**src/design/scr1_dmem_pkg.sv**
```systemverilog
// Shared widths, encodings, structs and address map, referenced by scoped name in RTL and DV
package scr1_dmem_pkg;

    // ----------------------------------------
    // Widths
    // ----------------------------------------
    localparam int unsigned XLEN = 32;
    localparam int unsigned BE_W = 4;           // One enable per byte lane

    // ----------------------------------------
    // Memory protocol encodings
    // ----------------------------------------
    typedef enum logic {
        MEM_CMD_RD = 1'b0,
        MEM_CMD_WR = 1'b1
    } mem_cmd_e;

    typedef enum logic [1:0] {
        MEM_WIDTH_BYTE = 2'b00,
        MEM_WIDTH_HALF = 2'b01,
        MEM_WIDTH_WORD = 2'b10
    } mem_width_e;

    typedef enum logic [1:0] {
        MEM_RESP_IDLE   = 2'b00,                // No response this cycle
        MEM_RESP_RDY_OK = 2'b01,
        MEM_RESP_RDY_ER = 2'b10
    } mem_resp_e;

    typedef struct packed {
        mem_cmd_e        cmd;
        mem_width_e      width;
        logic [XLEN-1:0] addr;
        logic [XLEN-1:0] wdata;                 // LSB aligned from requester
    } dmem_req_t;

    typedef struct packed {
        mem_resp_e       resp;
        logic [XLEN-1:0] rdata;
    } dmem_rsp_t;

    // Wishbone master side and slave side
    typedef struct packed {
        logic            stb;
        logic [XLEN-1:0] adr;
        logic            we;
        logic [XLEN-1:0] dat;
        logic [BE_W-1:0] sel;
    } wb_req_t;

    typedef struct packed {
        logic [XLEN-1:0] dat;
        logic            ack;
        logic            err;
    } wb_rsp_t;

    // ----------------------------------------
    // Address map
    // ----------------------------------------
    localparam logic [XLEN-1:0] TCM_ADDR_MASK      = 32'hFFFF_F000;
    localparam logic [XLEN-1:0] TCM_ADDR_PATTERN   = 32'h0048_0000;
    localparam int unsigned     TCM_WORDS          = 1024;
    localparam logic [XLEN-1:0] TIMER_ADDR_MASK    = 32'hFFFF_FFE0;
    localparam logic [XLEN-1:0] TIMER_ADDR_PATTERN = 32'h0049_0000;

    // Timer register offsets within its 32-byte window
    localparam logic [4:0] TIMER_OFS_CTRL     = 5'h00;  // Bit 0 is enable
    localparam logic [4:0] TIMER_OFS_MTIME_LO = 5'h08;
    localparam logic [4:0] TIMER_OFS_MTIME_HI = 5'h0C;
    localparam logic [4:0] TIMER_OFS_CMP_LO   = 5'h10;
    localparam logic [4:0] TIMER_OFS_CMP_HI   = 5'h14;

    typedef enum logic [1:0] {
        PORT_TCM   = 2'd0,
        PORT_TIMER = 2'd1,
        PORT_WB    = 2'd2                       // Default target
    } port_sel_e;

    // Byte lanes touched by an access of given width and low address bits
    function automatic logic [BE_W-1:0] byte_en(mem_width_e width, logic [1:0] addr_lo);
        case (width)
            MEM_WIDTH_BYTE: return 4'b0001 << addr_lo;
            MEM_WIDTH_HALF: return addr_lo[1] ? 4'b1100 : 4'b0011;
            default:        return 4'b1111;
        endcase
    endfunction

    // Copy LSB-aligned write data into every lane it may land on
    function automatic logic [XLEN-1:0] wdata_lanes(mem_width_e width, logic [XLEN-1:0] wdata);
        case (width)
            MEM_WIDTH_BYTE: return {4{wdata[7:0]}};
            MEM_WIDTH_HALF: return {2{wdata[15:0]}};
            default:        return wdata;
        endcase
    endfunction

endpackage

```
**src/design/scr1_dmem_router.sv**
```systemverilog
// Data request router, decodes the address and steers one outstanding request to TCM, timer or WB
`timescale 1ns/1ps

module scr1_dmem_router (
    input  logic                    clk_i,
    input  logic                    rst_n_i,
    // Requester side
    input  logic                    core_req_i,
    output logic                    core_req_ack_o,
    input  scr1_dmem_pkg::dmem_req_t core_cmd_i,
    output scr1_dmem_pkg::dmem_rsp_t core_rsp_o,
    // TCM port
    output logic                    tcm_req_o,
    input  logic                    tcm_req_ack_i,
    output scr1_dmem_pkg::dmem_req_t tcm_cmd_o,
    input  scr1_dmem_pkg::dmem_rsp_t tcm_rsp_i,
    // Timer port
    output logic                    timer_req_o,
    input  logic                    timer_req_ack_i,
    output scr1_dmem_pkg::dmem_req_t timer_cmd_o,
    input  scr1_dmem_pkg::dmem_rsp_t timer_rsp_i,
    // WB bridge port
    output logic                    wb_req_o,
    input  logic                    wb_req_ack_i,
    output scr1_dmem_pkg::dmem_req_t wb_cmd_o,
    input  scr1_dmem_pkg::dmem_rsp_t wb_rsp_i
);

    logic                      hit_tcm;
    logic                      hit_timer;
    scr1_dmem_pkg::port_sel_e  sel_d;         // Target of the current request
    scr1_dmem_pkg::port_sel_e  sel_q;         // Target of the outstanding request
    logic                      busy_q;        // Waiting for a response
    logic                      tgt_ack;
    logic                      fwd;
    logic                      accept;

    // ----------------------------------------
    // Address decode
    // ----------------------------------------
    assign hit_tcm   = (core_cmd_i.addr & scr1_dmem_pkg::TCM_ADDR_MASK)
                       == scr1_dmem_pkg::TCM_ADDR_PATTERN;
    assign hit_timer = (core_cmd_i.addr & scr1_dmem_pkg::TIMER_ADDR_MASK)
                       == scr1_dmem_pkg::TIMER_ADDR_PATTERN;

    assign sel_d = hit_tcm   ? scr1_dmem_pkg::PORT_TCM   :
                   hit_timer ? scr1_dmem_pkg::PORT_TIMER :
                               scr1_dmem_pkg::PORT_WB;

    always_comb begin
        case (sel_d)
            scr1_dmem_pkg::PORT_TCM:   tgt_ack = tcm_req_ack_i;
            scr1_dmem_pkg::PORT_TIMER: tgt_ack = timer_req_ack_i;
            default:                   tgt_ack = wb_req_ack_i;
        endcase
    end

    // Ack only while idle, caller holds req otherwise
    assign core_req_ack_o = ~busy_q & tgt_ack;
    assign fwd            = core_req_i & ~busy_q;
    assign accept         = fwd & tgt_ack;

    assign tcm_req_o   = fwd & (sel_d == scr1_dmem_pkg::PORT_TCM);
    assign timer_req_o = fwd & (sel_d == scr1_dmem_pkg::PORT_TIMER);
    assign wb_req_o    = fwd & (sel_d == scr1_dmem_pkg::PORT_WB);

    // Payload broadcast, qualified by each req
    assign tcm_cmd_o   = core_cmd_i;
    assign timer_cmd_o = core_cmd_i;
    assign wb_cmd_o    = core_cmd_i;

    // ----------------------------------------
    // Response return
    // ----------------------------------------
    always_comb begin
        core_rsp_o.resp  = scr1_dmem_pkg::MEM_RESP_IDLE;
        core_rsp_o.rdata = '0;
        if (busy_q) begin
            case (sel_q)
                scr1_dmem_pkg::PORT_TCM:   core_rsp_o = tcm_rsp_i;
                scr1_dmem_pkg::PORT_TIMER: core_rsp_o = timer_rsp_i;
                default:                   core_rsp_o = wb_rsp_i;
            endcase
        end
    end

    // Idle/waiting state and latched target
    always_ff @(posedge clk_i or negedge rst_n_i) begin
        if (!rst_n_i) begin
            busy_q <= 1'b0;
            sel_q  <= scr1_dmem_pkg::PORT_WB;
        end else if (accept) begin
            busy_q <= 1'b1;
            sel_q  <= sel_d;
        end else if (busy_q && core_rsp_o.resp != scr1_dmem_pkg::MEM_RESP_IDLE) begin
            busy_q <= 1'b0;                   // Back to idle after the resp pulse
        end
    end

endmodule

```
**config.mk**
```make
export PLATFORM = sky130hd
export DESIGN_NAME = scr1_dmem_router
export DESIGN_NICKNAME = d
export VERILOG_FILES = /design/src/design/scr1_dmem_pkg.sv /design/src/design/scr1_dmem_router.sv
export SDC_FILE = /design/constraint.sdc
export NUM_CORES = 1
export LEC_CHECK = 0
export BUFFER_PORTS_ARGS = -buffer_cell sky130_fd_sc_hd__buf_2
export CAP_MARGIN = 0
export CORE_AREA = 5 5 156 158
export CTS_CLUSTER_DIAMETER = 50
export CTS_CLUSTER_SIZE = 10
export DETAILED_ROUTE_END_ITERATION = 10
export DIE_AREA = 0 0 161 163
export MAX_ROUTING_LAYER = met4
export PLACE_DENSITY = 0.52
export SYNTH_ARGS = -nofsm -noshare
export SYNTH_HDL_FRONTEND = slang
export SYNTH_SLANG_ARGS = --single-unit
```
**constraint.sdc**
```tcl
create_clock -name clk_i -period 3.3 [get_ports clk_i]
set_clock_uncertainty 0.05 [all_clocks]
set_input_delay 0.495 -clock clk_i [delete_from_list [all_inputs] [get_ports clk_i]]
set_output_delay 0.495 -clock clk_i [all_outputs]
set_load 0.005 [all_outputs]
```
After elaboration in Yosys (flattened, before gate mapping)

Index checks and enable logic that the tools add are counted.

Add/subtract/negate cells: 0
Multipliers: 0
Divide/modulo/power cells: 0
$lt $le $gt $ge: 0
Equal/unequal tests: 5
Shifts and indexed selects: 0
Multiplexer cells: 7
Bitwise logic cells: 7
Reduce and logical (&&, ||, !) cells: 5

Operator list:

| cell                 | number |
|---|---|
| $pmux 34 s2          | 1 |
| $mux 34              | 1 |
| $eq 27x18->1 const B | 1 |
| $eq 20x11->1 const B | 1 |
| $and 1x1->1          | 6 |
| $eq 2x1->1 const B   | 2 |
| $logic_not 2->1      | 2 |
| $mux 2               | 2 |
| $reduce_bool 2->1    | 2 |
| $eq 2x2->1 const B   | 1 |
| $mux 1               | 2 |
| $pmux 1 s2           | 1 |
| $logic_and 1x1->1    | 1 |
| $not 1->1            | 1 |

Bits in registers: 3
Latch bits: 0
RAM bits: 0
ROM bits: 0
Bits of input ports: 175
Memories kept: 0

Logic depth before layout (Yosys ltp)

Depth after elaboration: 7
Mapped depth: 6

Worst setup path after synthesis

Ideal clock, no wire load.

Kind: input to output
Start point: input core_cmd_i[55] (netlist bit)
End point: output timer_req_o
Data arrival time: 1556 ps
Required time: 2755 ps
Setup slack: 1199 ps
Cell stages on the path: 4
Path through: nor4_2 -> nand4_1 -> or3_1 -> nor3_1

Word-level cells in the longest chain between the ends: 5
Elaborated cells between the ends (all ways): 6
Classes of those cells: eq/ne (3); mux (2); bitwise (1)

Ends and longest elaborated chain:

| element         | RTL line               | source |
|---|---|---|
| from (decl)     | scr1_dmem_router.sv:10 | `input scr1_dmem_pkg::dmem_req_t core_cmd_i,` |
| $eq 27x18->1    | scr1_dmem_router.sv:44 | `== scr1_dmem_pkg::TIMER_ADDR_PATTERN;` |
| $mux 2          | scr1_dmem_router.sv:47 | `hit_timer ? scr1_dmem_pkg::PORT_TIMER :` |
| $mux 2 (*)      | scr1_dmem_router.sv:46 | `assign sel_d = hit_tcm ? scr1_dmem_pkg::PORT_TCM :` |
| $eq 2x1->1 (*)  | scr1_dmem_router.sv:64 | `assign timer_req_o = fwd & (sel_d == scr1_dmem_pkg::PORT_TIMER);` |
| $and 1x1->1 (*) | scr1_dmem_router.sv:64 |  |
| to (decl)       | scr1_dmem_router.sv:18 | `output logic timer_req_o,` |

Every way passes the cells marked *; elsewhere a longest branch is shown, timed or not.

Final worst setup path

Start point: input core_cmd_i[44] (netlist bit)
End point: output core_req_ack_o

Word-level cells in the longest chain between the ends: 6
Elaborated cells between the ends (all ways): 8
Classes of those cells: eq/ne (3); mux (3); bitwise (1); reduce/logical (1)

Ends and longest elaborated chain:

| element                                       | RTL line               | source |
|---|---|---|
| $eq 27x18->1                                  | scr1_dmem_router.sv:44 |  |
| $mux 2                                        | scr1_dmem_router.sv:47 |  |
| $mux 2 (*)                                    | scr1_dmem_router.sv:46 |  |
| $eq 2x1->1 or $logic_not 2->1 (tied branches) | scr1_dmem_router.sv:51 | `case (sel_d)` |
| $pmux 1 s2 (*)                                | scr1_dmem_router.sv:51 |  |
| $and 1x1->1 (*)                               | scr1_dmem_router.sv:59 | `assign core_req_ack_o = ~busy_q & tgt_ack;` |
| to (decl)                                     | scr1_dmem_router.sv:9  | `output logic core_req_ack_o,` |

Marked as above.

==> run summary <==
Status: finished, final reports clean
Slew margin rel.: 44.1%
Netlist Area Pre-Place: 0.00270 mm²
Synth Area in XOR/XNOR: 0%
PnR Total Power: 0.521 mW
Worst-path fanout max: 4
Peak Freq: 381 MHz
Vias in the first global route: 2302
Total track usage: 6.94%
Library cells used by synthesis: 28
Starting Density: 11.7%
Clock latency on the worst-skew pair: 0.22 ns
GRT met3 Usage: 2.83%
Area of the core: 0.0230 mm²
Die height: 163 µm
Post-CTS Hold Fix Bufs: 0
Pleak: 1.54 nW
Final setup margin: 0.677 ns
Critical Path, Cell by Cell: buf_2, nor4_1, nand2_1, or3_1, nor2_1, nor3_1, buf_2
Top cell by count, worst path: buf_2
DPL Wire Length: 8620 µm
VDD IR max: 0.191 mV
Final Hold Viols: 0
Pin count of the biggest net entering global routing: 62
DR vias/cell: 3.31
Most common cell after layout, fill and taps aside: buf_2
First-pass GRT wire length: 13600 µm
Global-route met1 utilization: 7.34%
Total Nets Final: 612
PortBufs: 253
# IOs: 414
Power per cell area: 179 mW/mm²
CTS tree: built
CTS sink count: 3
WP data required: 2.75 ns
Number of synthesized flops with an enable pin: 0
Tightest Pin Transition: 0.838 ns
CTS HTree Levels: 1
Post-Synth Adder-Cell Area: 0%
Row cnt: 56
Seq cells post-synth: 3
DP Worst Slack: 0.628 ns
Yosys warnings: 0
Setup violators final: 0
Min Tclk post-route: 2.62 ns
Max Root-Sink Buffers: 2
RD Place Congestion: 0.714
Buf/Inv on CP: 2
Synth Area per Inst: 6.97 µm²
Register area share after synthesis: 2.83%
Drt initial violations: 46
Crit-path leading delay family: simple AND/OR/NAND/NOR gates
Clock Root Buffer: clkbuf_16
RSZ-0062 raised after global routing: no
WL/cell: 13.7 µm
Area Overhead vs Synth: 7.84%
Met2 Use GR: 11.4%
Die ar.: 0.0262 mm²
Dominant synthesized flop cell: dfrtp_1
Post-DRT Antenna Nets: 0
Vias: 2405
Overflow after GRT: 0
CP endpoint kind: output port
Inserted Clock Buffers: 3
Syn nets: 562
Multiplexer share of the synthesized area: 12.7%
Antenna violations before repair: 0
Post-CTS setup buffer count: 0
Post-synthesis simple-gate area fraction: 17.5%
Most frequent cells in the layout: buf_2 (253), nand2_1 (35), mux2i_1 (33)
Compound-Gate Fraction of Synth Area: 8.77%
CP startpoint: core_cmd_i[44]
Total wire length: 9950 µm
Layout cells sized above 1: 61.7%
WS Path Type: in2out
Die width: 161 µm
Worst EP arrival: 2.08 ns
Largest stage delay, worst path: 0.48 ns
Post-CTS Resized: 0
Gr busiest metal: met2
Hold crit path type: in2async
FFs w/ async S/R, synth: 100%
Antenna diodes: 0
Fin crit share: 79.5%
Type of origin of the critical path: primary input
Slowest stage cell, crit path: or3_1
FF-to-FF Start: sel_q[0]
DRC violations left: 0
Iteration count of the initial detailed-routing pass: 4
Largest family of logic cells by synthesized area: buffers and inverters
Synth Instances: 387
Setup TNS: 0 ns
CTS clk-pin slew, worst paths: 0.03 ns
Max Cap Violations: 0
Max-slew violations: 0
synthesized netlist by cell type, drive strengths merged (2+ instances only):
library cell	count	area share, %
nor2	5	0.70
nor2b	3	0.70
and2	32	7.4
nand2b	2	0.46
mux2i	33	12
or3	2	0.46
nand2	35	4.9
clkbuf	10	1.4
o21ai	33	6.1
a21oi	4	0.74
buf	206	57
a31oi	2	0.46
nor3	5	1.1
nor4	5	1.4
dfrtp	2	1.9
registers in the layout, indices dropped and copies added, names as in the netlist:
name    count
sel_q       2
busy_q      1
routing by layer:
| layer | vias to the layer above | wire [µm] |
|---|---|---|
| met1 | 1007 | 3620 |
| met4 | 0 | 431 |
| met5 | - | 0 |
| met3 | 43 | 1260 |
| met2 | 200 | 4640 |
| li1 | 1155 | - |
logic make-up after synthesis:
group                  Yosys count
AOI/OAI and AO/OA               43
buffers and inverters          216
DFF                              3
muxes                           34
and+or+nand+nor                 91
worst paths after layout:
check                                  to  slack, ns  depth (start not counted)
min in group clk_i               sel_q[1]       0.53                          3
max in group asynchronous        sel_q[1]       2.97                          1
hold / removal                     busy_q       0.03                          1
setup / recovery           core_req_ack_o       0.68                          7
setup reg to reg                   busy_q       1.59                          3
hold reg to reg                  sel_q[1]       0.80                          3
report_power, final:
| part | switching (mW) | internal, mW | leakage (nW) | total (mW) |
|---|---|---|---|---|
| logic | 0.123 | 0.157 | 1.46 | 0.281 |
| registers | 0.0122 | 0.0385 | 0.0356 | 0.0507 |
| clock network | 0.0309 | 0.159 | 0.0382 | 0.190 |
layout make-up:
type                       instances  area [µm²]
sequential                         3        77.6
clock buffer                       4        78.8
multi-input combinational        168        1050
timing repair buffer             261        1340
tap                              290         363
fill                            2690       20100
stage by stage:
stage	area [µm²]	utilization, %	std cells	hold WS (ns)
6_report	2910	12.7	726	0.0256
5_1_grt	2910	12.7	726	0.0308
3_3_place_gp	2830	12.3	722	0.257
3_5_place_dp	2830	12.3	722	0.254
2_1_floorplan	2700	-	387	0.149
4_1_cts	2910	12.7	726	0.0239
No activity file was read; power rests on OpenSTA's default activity.
