File: src/design/scr1_dmem_pkg.sv
// Shared widths, encodings, structs and address map, referenced by scoped name in RTL and DV
package scr1_dmem_pkg;

    // ----------------------------------------
    // Widths
    // ----------------------------------------
    localparam int unsigned XLEN = 32;
    localparam int unsigned BE_W = 4;           // One enable per byte lane

    // ----------------------------------------
    // Memory protocol encodings
    // ----------------------------------------
    typedef enum logic {
        MEM_CMD_RD = 1'b0,
        MEM_CMD_WR = 1'b1
    } mem_cmd_e;

    typedef enum logic [1:0] {
        MEM_WIDTH_BYTE = 2'b00,
        MEM_WIDTH_HALF = 2'b01,
        MEM_WIDTH_WORD = 2'b10
    } mem_width_e;

    typedef enum logic [1:0] {
        MEM_RESP_IDLE   = 2'b00,                // No response this cycle
        MEM_RESP_RDY_OK = 2'b01,
        MEM_RESP_RDY_ER = 2'b10
    } mem_resp_e;

    typedef struct packed {
        mem_cmd_e        cmd;
        mem_width_e      width;
        logic [XLEN-1:0] addr;
        logic [XLEN-1:0] wdata;                 // LSB aligned from requester
    } dmem_req_t;

    typedef struct packed {
        mem_resp_e       resp;
        logic [XLEN-1:0] rdata;
    } dmem_rsp_t;

    // Wishbone master side and slave side
    typedef struct packed {
        logic            stb;
        logic [XLEN-1:0] adr;
        logic            we;
        logic [XLEN-1:0] dat;
        logic [BE_W-1:0] sel;
    } wb_req_t;

    typedef struct packed {
        logic [XLEN-1:0] dat;
        logic            ack;
        logic            err;
    } wb_rsp_t;

    // ----------------------------------------
    // Address map
    // ----------------------------------------
    localparam logic [XLEN-1:0] TCM_ADDR_MASK      = 32'hFFFF_F000;
    localparam logic [XLEN-1:0] TCM_ADDR_PATTERN   = 32'h0048_0000;
    localparam int unsigned     TCM_WORDS          = 1024;
    localparam logic [XLEN-1:0] TIMER_ADDR_MASK    = 32'hFFFF_FFE0;
    localparam logic [XLEN-1:0] TIMER_ADDR_PATTERN = 32'h0049_0000;

    // Timer register offsets within its 32-byte window
    localparam logic [4:0] TIMER_OFS_CTRL     = 5'h00;  // Bit 0 is enable
    localparam logic [4:0] TIMER_OFS_MTIME_LO = 5'h08;
    localparam logic [4:0] TIMER_OFS_MTIME_HI = 5'h0C;
    localparam logic [4:0] TIMER_OFS_CMP_LO   = 5'h10;
    localparam logic [4:0] TIMER_OFS_CMP_HI   = 5'h14;

    typedef enum logic [1:0] {
        PORT_TCM   = 2'd0,
        PORT_TIMER = 2'd1,
        PORT_WB    = 2'd2                       // Default target
    } port_sel_e;

    // Byte lanes touched by an access of given width and low address bits
    function automatic logic [BE_W-1:0] byte_en(mem_width_e width, logic [1:0] addr_lo);
        case (width)
            MEM_WIDTH_BYTE: return 4'b0001 << addr_lo;
            MEM_WIDTH_HALF: return addr_lo[1] ? 4'b1100 : 4'b0011;
            default:        return 4'b1111;
        endcase
    endfunction

    // Copy LSB-aligned write data into every lane it may land on
    function automatic logic [XLEN-1:0] wdata_lanes(mem_width_e width, logic [XLEN-1:0] wdata);
        case (width)
            MEM_WIDTH_BYTE: return {4{wdata[7:0]}};
            MEM_WIDTH_HALF: return {2{wdata[15:0]}};
            default:        return wdata;
        endcase
    endfunction

endpackage

File: src/design/scr1_timer.sv
// Memory-mapped machine timer, 64-bit mtime and mtimecmp with enable and level interrupt
`timescale 1ns/1ps

module scr1_timer (
    input  logic                     clk_i,
    input  logic                     rst_n_i,
    input  logic                     req_i,
    output logic                     req_ack_o,
    input  scr1_dmem_pkg::dmem_req_t cmd_i,
    output scr1_dmem_pkg::dmem_rsp_t rsp_o,
    output logic [63:0]              timer_val_o,
    output logic                     timer_irq_o
);

    logic                           en_q;     // Count enable
    logic [63:0]                    mtime_q;
    logic [63:0]                    mtimecmp_q;
    logic                           irq_q;
    logic [4:0]                     ofs;
    logic                           reg_ok;   // Word access to a listed offset
    logic                           wr_en;
    logic [scr1_dmem_pkg::XLEN-1:0] rd_word;
    scr1_dmem_pkg::mem_resp_e       resp_q;
    logic [scr1_dmem_pkg::XLEN-1:0] rdata_q;

    assign req_ack_o = 1'b1;
    assign ofs       = cmd_i.addr[4:0];

    // ----------------------------------------
    // Register decode
    // ----------------------------------------
    always_comb begin
        reg_ok  = 1'b1;
        rd_word = '0;
        case (ofs)
            scr1_dmem_pkg::TIMER_OFS_CTRL:     rd_word = scr1_dmem_pkg::XLEN'(en_q);
            scr1_dmem_pkg::TIMER_OFS_MTIME_LO: rd_word = mtime_q[31:0];
            scr1_dmem_pkg::TIMER_OFS_MTIME_HI: rd_word = mtime_q[63:32];
            scr1_dmem_pkg::TIMER_OFS_CMP_LO:   rd_word = mtimecmp_q[31:0];
            scr1_dmem_pkg::TIMER_OFS_CMP_HI:   rd_word = mtimecmp_q[63:32];
            default:                           reg_ok  = 1'b0;
        endcase
        if (cmd_i.width != scr1_dmem_pkg::MEM_WIDTH_WORD) begin
            reg_ok = 1'b0;                    // Word access only
        end
    end

    assign wr_en = req_i & reg_ok & (cmd_i.cmd == scr1_dmem_pkg::MEM_CMD_WR);

    // ----------------------------------------
    // Counter, compare and interrupt
    // ----------------------------------------
    always_ff @(posedge clk_i or negedge rst_n_i) begin
        if (!rst_n_i) begin
            en_q       <= 1'b0;
            mtime_q    <= '0;
            mtimecmp_q <= '1;                 // No interrupt out of reset
            irq_q      <= 1'b0;
        end else begin
            irq_q <= mtime_q >= mtimecmp_q;
            if (wr_en && ofs == scr1_dmem_pkg::TIMER_OFS_CTRL) begin
                en_q <= cmd_i.wdata[0];
            end
            // Software write wins over the increment
            if (wr_en && ofs == scr1_dmem_pkg::TIMER_OFS_MTIME_LO) begin
                mtime_q[31:0] <= cmd_i.wdata;
            end else if (wr_en && ofs == scr1_dmem_pkg::TIMER_OFS_MTIME_HI) begin
                mtime_q[63:32] <= cmd_i.wdata;
            end else if (en_q) begin
                mtime_q <= mtime_q + 64'd1;
            end
            if (wr_en && ofs == scr1_dmem_pkg::TIMER_OFS_CMP_LO) begin
                mtimecmp_q[31:0] <= cmd_i.wdata;
            end
            if (wr_en && ofs == scr1_dmem_pkg::TIMER_OFS_CMP_HI) begin
                mtimecmp_q[63:32] <= cmd_i.wdata;
            end
        end
    end

    // Response one cycle after acceptance
    always_ff @(posedge clk_i or negedge rst_n_i) begin
        if (!rst_n_i) begin
            resp_q <= scr1_dmem_pkg::MEM_RESP_IDLE;
        end else if (req_i) begin
            resp_q <= reg_ok ? scr1_dmem_pkg::MEM_RESP_RDY_OK : scr1_dmem_pkg::MEM_RESP_RDY_ER;
        end else begin
            resp_q <= scr1_dmem_pkg::MEM_RESP_IDLE;
        end
    end

    always_ff @(posedge clk_i) begin
        if (req_i) begin
            rdata_q <= rd_word;               // Value before any write
        end
    end

    assign rsp_o.resp  = resp_q;
    assign rsp_o.rdata = rdata_q;
    assign timer_val_o = mtime_q;
    assign timer_irq_o = irq_q;

endmodule

File: config.mk
export PLATFORM = sky130hd
export DESIGN_NAME = scr1_timer
export DESIGN_NICKNAME = d
export VERILOG_FILES = /design/src/design/scr1_dmem_pkg.sv /design/src/design/scr1_timer.sv
export SDC_FILE = /design/constraint.sdc
export NUM_CORES = 1
export LEC_CHECK = 0
export BUFFER_PORTS_ARGS = -buffer_cell sky130_fd_sc_hd__buf_2
export CAP_MARGIN = 20
export CORE_MARGIN = 3
export CORE_UTILIZATION = 40
export CTS_CLUSTER_SIZE = 24
export DETAILED_ROUTE_END_ITERATION = 12
export PLACE_DENSITY = 0.67
export SLEW_MARGIN = 15
export SYNTH_ARGS = -nofsm -noshare
export SYNTH_HDL_FRONTEND = slang
export SYNTH_SLANG_ARGS = --single-unit
File: constraint.sdc
create_clock -name clk_i -period 3 [get_ports clk_i]
set_input_delay 0.6 -clock clk_i [delete_from_list [all_inputs] [get_ports clk_i]]
set_output_delay 0.6 -clock clk_i [all_outputs]
set_load 0.03 [all_outputs]
-- Yosys cells after proc, flatten, opt, wreduce, memory -nomap -nowiden
Cells that the tools add are included.
- register bits: 164
- input bits: 70
- word-level logic and storage cells: 39
- add/sub/neg operators: 1
- order comparisons: 1
- equal/unequal tests: 6
- muxes and demuxes: 9
- bitwise logic cells: 3
- reductions and logical operators: 11
- operators with widths (cell ; number):
    case mux 32 bit (5 select lines) ; 1
    two-way mux 32 bit ; 3
    adder 64 x 1 -> 64 bit, second input constant ; 1
    >= comparator 64 bit ; 1
    two-way mux 64 bit ; 1
    equality test 5 x 4 -> 1 bit, second input constant ; 2
    equality test 5 bit, second input constant ; 2
    logical AND 1 bit ; 5
    zero test 5 bit ; 1
    OR reduction 5 bit ; 1
    two-way mux 2 bit ; 2
    inequality test 2 bit, second input constant ; 2
    AND reduction 2 bit ; 2
    nonzero test 2 bit ; 2
    AND 1 bit ; 2
    two-way mux 1 bit ; 2
    inverter 1 bit ; 1

-- Logic depth before layout (Yosys ltp)
Gate-level depths: netlist of run 1.
- depth in word-level cells: 9
- mapped depth: 8

-- Least setup slack after synthesis of run 1
No wires, ideal clock.
- path kind: register to register
- start: reg mtime_q[3] (netlist: timer_val_o[3])
- end: reg mtime_q[32] (netlist: timer_val_o[32])
- library setup time: 0.083 ns
- data arrival time: 2.162 ns
- slack: 0.755 ns
- cell stages (with the launch flop): 8
- cells stage by stage: dfrtp_1 -> and4_4 -> nand4_1 -> or3_1 -> buf_2 -> or3_1 -> xor2_1 -> o21ai_0
- cells in the longest elaborated chain, start to end: 3
- RTL lines (what ; RTL line ; source):
    from (decl) ; scr1_timer.sv:16 ; logic [63:0] mtime_q;
    from (signal assigned) ; scr1_timer.sv:66 ; mtime_q[31:0] <= cmd_i.wdata;
    from (signal assigned) ; scr1_timer.sv:70 ; mtime_q <= mtime_q + 64'd1;
    adder 64 x 1 -> 64 bit ; scr1_timer.sv:70 ;
    two-way mux 64 bit ; scr1_timer.sv:69 ; end else if (en_q) begin
    two-way mux 32 bit ; scr1_timer.sv:67 ; end else if (wr_en && ofs == scr1_dmem_pkg::TIMER_OFS_MTIME_HI) begin
Every way passes these cells. The select of a mux whose other input is x is not followed.
A chain may end at the register's enable or synchronous reset.

-- Worst setup path after layout of run 1
- start: reg mtimecmp_q[15]
- end: reg irq_q (netlist: timer_irq_o)
- cells in the longest elaborated chain, start to end: 1
- RTL lines (what ; RTL line ; source):
    from (decl) ; scr1_timer.sv:17 ; logic [63:0] mtimecmp_q;
    from (signal assigned) ; scr1_timer.sv:73 ; mtimecmp_q[31:0] <= cmd_i.wdata;
    >= comparator 64 bit ; scr1_timer.sv:60 ; irq_q <= mtime_q >= mtimecmp_q;
    to (signal assigned) ; scr1_timer.sv:60 ;
    to (decl) ; scr1_timer.sv:18 ; logic irq_q;
Every way passes these cells.

==> results of run 1 <==
-- cells in the final DEF, fill, tap and decap left out, types with 18 or more instances in the layout --
| master | synthesis | final |
|---|---|---|
| a21oi_1 | 60 | 60 |
| a221oi_1 | 35 | 35 |
| a22oi_1 | 31 | 31 |
| buf_2 | 7 | 140 |
| buf_4 | 1 | 30 |
| dfrtp_1 | 68 | 68 |
| dfstp_2 | 64 | 64 |
| edfxtp_1 | 32 | 32 |
| ha_1 | 65 | 65 |
| inv_1 | 77 | 77 |
| mux2_2 | 35 | 35 |
| nand2_1 | 120 | 120 |
| nand3_1 | 29 | 29 |
| nand4_1 | 29 | 29 |
| nor2_1 | 34 | 33 |
| o21ai_0 | 90 | 90 |
| xnor2_1 | 36 | 36 |
| xor2_1 | 18 | 18 |
-- cells by family after synthesis --
kind of cell / synth area share, %
buffers and inverters: 5.496
and+or+nand+nor: 15.74
other: 0.03858
DFF: 44.69
adders and majority gates: 8.367
AOI/OAI and AO/OA: 16.54
xor gates and xnor gates: 4.865
muxes: 4.261
-- stage by stage --
stage | setup slack [ps] | total power (W) | util [%] | hold WS [ps]
6_report | 439.8 | 0.005812 | 48.45 | 138.2
5_1_grt | 273.0 | 0.006084 | 48.45 | 157.4
4_1_cts | 485.1 | 0.005858 | 48.45 | 150.3
3_5_place_dp | 444.8 | 0.003655 | 45.97 | 508.6
3_3_place_gp | 428.3 | 0.003630 | 45.97 | 500.4
2_1_floorplan | 755.1 | 0.003249 | - | 304.4
-- sequential cells by signal, summed over array words and instances (netlist names) --
name and count:
mtimecmp_q 64, timer_val_o 64, rdata_q 32, resp_q 2, en_q 1, timer_irq_o 1
-- layout make-up --
class | count | area, um2
sequential | 164 | 4344
tap | 319 | 399.1
fill | 2312 | 12210
clock buffer | 20 | 456.7
timing repair buffer | 173 | 985.9
multi-input combinational | 709 | 4870
clock inverter | 12 | 128.9
inverter | 77 | 289.0
-- layer usage --
| metal | up-vias | wire (um) | GRT usage (%) |
|---|---|---|---|
| met5 | - | 0 | 0 |
| met4 | 0 | 344 | 4.653 |
| met3 | 25 | 1728 | 3.979 |
| met2 | 263 | 13060 | 34.93 |
| met1 | 4045 | 13050 | 30.81 |
| li1 | 3932 | - | - |
-- power by group --
part	switching (W)	internal [W]
registers	0.000165	0.00247
logic	0.000638	0.000341
clock network	0.000925	0.00127
-- final timing paths --
kind	end	slack [ps]	depth (start not counted)
worst min-delay path	timer_val_o[2]	140	1
worst max-delay path	timer_irq_o	440	8
min in group clk_i	mtimecmp_q[8]	430	3
worst max register to register	timer_irq_o	440	8
worst min register to register	mtimecmp_q[11]	520	2
max in group asynchronous	mtimecmp_q[11]	2080	2
==> flow_summary.json, run 1 <==
{
  "dp.cells": 1442,
  "postCtsHoldBufs": 0,
  "crit_top_cell": "o211ai_1",
  "row_count": 56,
  "grt_usage_pct": 21.73,
  "grt-ovfl-total": 0,
  "htreeDepth": 4,
  "cts-root-buf": "clkbuf_16",
  "cts_tree": "done",
  "r2r_start": "mtimecmp_q[15]",
  "tightest_slew_ps": 726.9,
  "synth_top_area_share_pct": 17.51,
  "final.setup_skew_ps": 11.17,
  "final_layout_size_suffix_gt1_share_pct": 27.62,
  "period_needed_ps": 2560,
  "yosys-top-cells-area": "dfrtp_1, dfstp_2, edfxtp_1",
  "crit_path_cell_trace": "inv_1 > ha_1 > nand4_1 > nor4_1 > o211ai_1 > o211ai_1 > a21oi_1 > o21ai_0",
  "yosys.area.top_type": "dfrtp_1",
  "die_h_um": 161.9,
  "path_clk_slew_ps": 70,
  "synth_ff_type": "dfrtp_1",
  "async_flop_share_pct": 80.49,
  "vias_per_cell": 5.607,
  "io_pins": 170,
  "tns_ps": 0,
  "dpl.hpwl_mm": 20.56,
  "cp_max_fo": 3,
  "cellLeakagePower_nw": 5.010,
  "max_slew_margin_pct": 51.54,
  "setup_viol": 0,
  "finalCritPeriodShare_pct": 85.34,
  "cap_violations": 0,
  "drt_wl_total_mm": 28.19,
  "antenna_cells": 0,
  "cp_slowest_cell": "nor4_1",
  "rsz0062_at_grt": "false",
  "syn_nets": 1143,
  "synth_cell_types": 64,
  "yosys.cell_count.top_type": "nand2_1",
  "drtPass1Iterations": 5,
  "wire_per_inst_um": 19.12,
  "seq_area_frac_synth_pct": 44.69,
  "num_vias": 8265,
  "cp_num_buf_inv": 1,
  "cts_sinks": 164,
  "cp_data_required_time_ps": 3340,
  "die_w_um": 161.9,
  "worstSetupPathType": "register to register",
  "critPathLaunchType": "register",
  "placed_area_um2": 10890,
  "slew_violations": 0,
  "crit_family": "simple AND/OR/NAND/NOR gates",
  "clockBufferDepth": 2,
  "syn_area_um2": 9721,
  "grt_max_degree": 67,
  "synth.avg_cell_area_um2": 9.643,
  "post_cts_buffers": 0,
  "stdcell_area_um2": 11470,
  "drtAntennaViolNets": 0,
  "start_util_pct": 41.05,
  "synth-seq-cells": 164,
  "drc": 0,
  "crit_start": "mtimecmp_q[15]",
  "numCtsBuffers": 17,
  "core_area_um2": 23680,
  "synth_edf_count": 32,
  "syn_to_final_growth_pct": 18.03,
  "final_nets": 1277,
  "postCtsResizedCells": 0,
  "cp-end-kind": "register",
  "netlist_instances": 1008,
  "place_congestion": 0.8481,
  "ys_top_cells_by_count": "nand2_1, o21ai_0, inv_1, dfrtp_1, ha_1",
  "clock_latency_ps": 430,
  "hold_violations": 0,
  "grt_pass1_vias": 8183,
  "holdCritPathClass": "input port to async pin",
  "io_buffer_count": 141,
  "fmax_mhz": 390.6,
  "ir_drop_mv": 0.2691,
  "cp.arrival_ps": 2900,
  "yosys_warnings": 0,
  "antenna_found_initial": 0,
  "power_density_nw_per_um2": 506.6,
  "grt_pass1_wl_mm": 45.24,
  "drt_iter0_markers": 509,
  "die_area_um2": 26210,
  "outcome": "finished clean",
  "fin_cells": 1474,
  "max_stage_delay_ps": 620
}
(Power assumes the default switching activity.)
==> run 2: changes to the inputs <==
- GPL_TIMING_DRIVEN: default -> 0
- PLACE_DENSITY: 0.67 -> 0.7
- clock period: 3 -> 2.27 ns (I/O delays scaled with it)
==> flow_summary.json, run 2 (synthesized netlist as in run 1, its figures left out) <==
{
  "outcome": "complete, but fails checks",
  "violations": "negative setup slack",
  "cts_sinks": 164,
  "setup_ws_ps": -78.98,
  "crit_top_cell": "o211ai_1",
  "vias_per_cell": 5.914,
  "num_vias": 9101,
  "mostFrequentLayoutCell": "buf_2",
  "numCtsBuffers": 17,
  "fillers": 2136,
  "r2r_cells": 8,
  "finalCritPeriodShare_pct": 103.5,
  "layout_common_cells": "buf_2, nand2_1, o21ai_0",
  "crit_path_cell_trace": "inv_1 > ha_1 > nand4_1 > nor4_4 > o211ai_1 > o211ai_1 > a21oi_2 > o21ai_2",
  "critPathLaunchType": "register",
  "worstSetupPathType": "register to register",
  "post-route-util_pct": 51.51,
  "power_density_nw_per_um2": 651.2,
  "min-delay-start": "cmd_i[27]",
  "ir_drop_mv": 0.3979,
  "cp-end-kind": "register",
  "cts_tree": "done",
  "antenna_cells": 0,
  "start_util_pct": 41.05,
  "min_to": "mtimecmp_q[27]",
  "placed_area_um2": 10850,
  "cp.arrival_ps": 2700,
  "dpl.hpwl_mm": 24.06,
  "setup_viol": 1,
  "fmax_mhz": 425.7,
  "timing.rr.end": "timer_irq_o",
  "drtAntennaViolNets": 0,
  "max_stage_delay_ps": 530,
  "cp_data_required_time_ps": 2630,
  "hold_violations": 0,
  "drtPass1Iterations": 5,
  "grt-ovfl-total": 0,
  "period_needed_ps": 2349,
  "r2r_slack_ps": -80,
  "die_w_um": 161.9,
  "final.setup_skew_ps": 10.94,
  "slew_violations": 0,
  "clockBufferDepth": 2,
  "final_nets": 1342,
  "grt_pass1_vias": 8819,
  "die_h_um": 161.9,
  "die_area_um2": 26210,
  "cellLeakagePower_nw": 5.385,
  "drt_wl_total_mm": 34.40,
  "wire_per_inst_um": 22.35,
  "r2r_start": "mtimecmp_q[7]",
  "rsz0062_at_grt": "true",
  "cp_num_buf_inv": 1,
  "cp_slowest_cell": "dfstp_2",
  "drc": 0,
  "row_count": 56,
  "stdcell_area_um2": 12200,
  "hold_depth": 3,
  "cts-root-buf": "clkbuf_16",
  "grt_pass1_wl_mm": 51.61,
  "syn_to_final_growth_pct": 25.50,
  "io_buffer_count": 139,
  "io_pins": 170,
  "drt_iter0_markers": 859,
  "grt_usage_pct": 25.84,
  "clock_latency_ps": 440,
  "place_congestion": 0.9177,
  "holdCritPathClass": "input port to register",
  "tightest_slew_ps": 711.2,
  "max_slew_margin_pct": 52.59,
  "antenna_found_initial": 0,
  "htreeDepth": 4,
  "path_clk_slew_ps": 70,
  "crit_family": "compound AO/OA/AOI/OAI gates",
  "core_area_um2": 23680,
  "cp_max_fo": 3,
  "grt_max_degree": 96,
  "cp.depth": 8,
  "cap_violations": 0,
  "final_layout_size_suffix_gt1_share_pct": 35.57
}
## run 2: through the flow
stage          cells  hold slack (ps)  setup TNS (ps)  setup slack [ps]  total power [W]
2_1_floorplan   1008            158.4               0             25.15         0.004294
3_3_place_gp    1466            500.8         -233040             -1175         0.004799
3_5_place_dp    1467            360.7         -136330             -1232         0.004846
4_1_cts         1509            271.5               0             1.796         0.007852
5_1_grt         1539            288.5          -275.4            -105.1         0.008206
6_report        1539            280.2          -78.98            -78.98         0.007944
## run 2: worst max-delay path by stage
stage          slack, ps              end             from
6_report             -80      timer_irq_o    mtimecmp_q[7]
5_1_grt             -110  timer_val_o[52]  timer_val_o[14]
4_1_cts                2      timer_irq_o   mtimecmp_q[49]
3_5_place_dp       -1230  timer_val_o[30]            req_i
3_3_place_gp       -1180   timer_val_o[6]            req_i
2_1_floorplan         30  timer_val_o[32]   timer_val_o[3]
## run 2: layer usage
metal | vias up | routed length [um] | global-route usage (%)
met5 | - | 0 | 0
met4 | 0 | 1290 | 10.86
met3 | 90 | 3187 | 5.509
met2 | 499 | 15760 | 40.79
met1 | 4432 | 14160 | 34.58
li1 | 4080 | - | -
## run 2: cell type report
| type | instances | area [um2] | share of cell area, % |
|---|---|---|---|
| Buffer | 56 | 286.5 | 2.349 |
| Clock buffer | 19 | 452.9 | 3.713 |
| Clock inverter | 13 | 146.4 | 1.200 |
| Inverter | 77 | 289.0 | 2.369 |
| Multi-Input combinational cell | 709 | 5184 | 42.49 |
| Sequential cell | 164 | 4380 | 35.91 |
| Tap cell | 319 | 399.1 | 3.272 |
| Timing Repair Buffer | 182 | 1061 | 8.697 |
## run 2: power breakdown
| group | internal (W) | leakage (nW) | total [W] | switching [W] |
|---|---|---|---|---|
| clock network | 0.00169 | 0.291 | 0.00300 | 0.00130 |
| registers | 0.00328 | 1.87 | 0.00352 | 0.000239 |
| logic | 0.000513 | 3.22 | 0.00143 | 0.000919 |
## run 2: worst min-delay path, stage by stage
cell and delay, ps:
buf_2 130, nand2_1 50, o21ai_0 70
## run 2: repair_timing
item / 4_1_cts / 5_1_grt
pin swaps: 11 / 9
setup endpoints to repair: 158 / 134
setup buffers: 9 / 32
resized for setup: 58 / 80
hold buffers: 1 / 0
endpoints found under the hold margin: 19 / 0
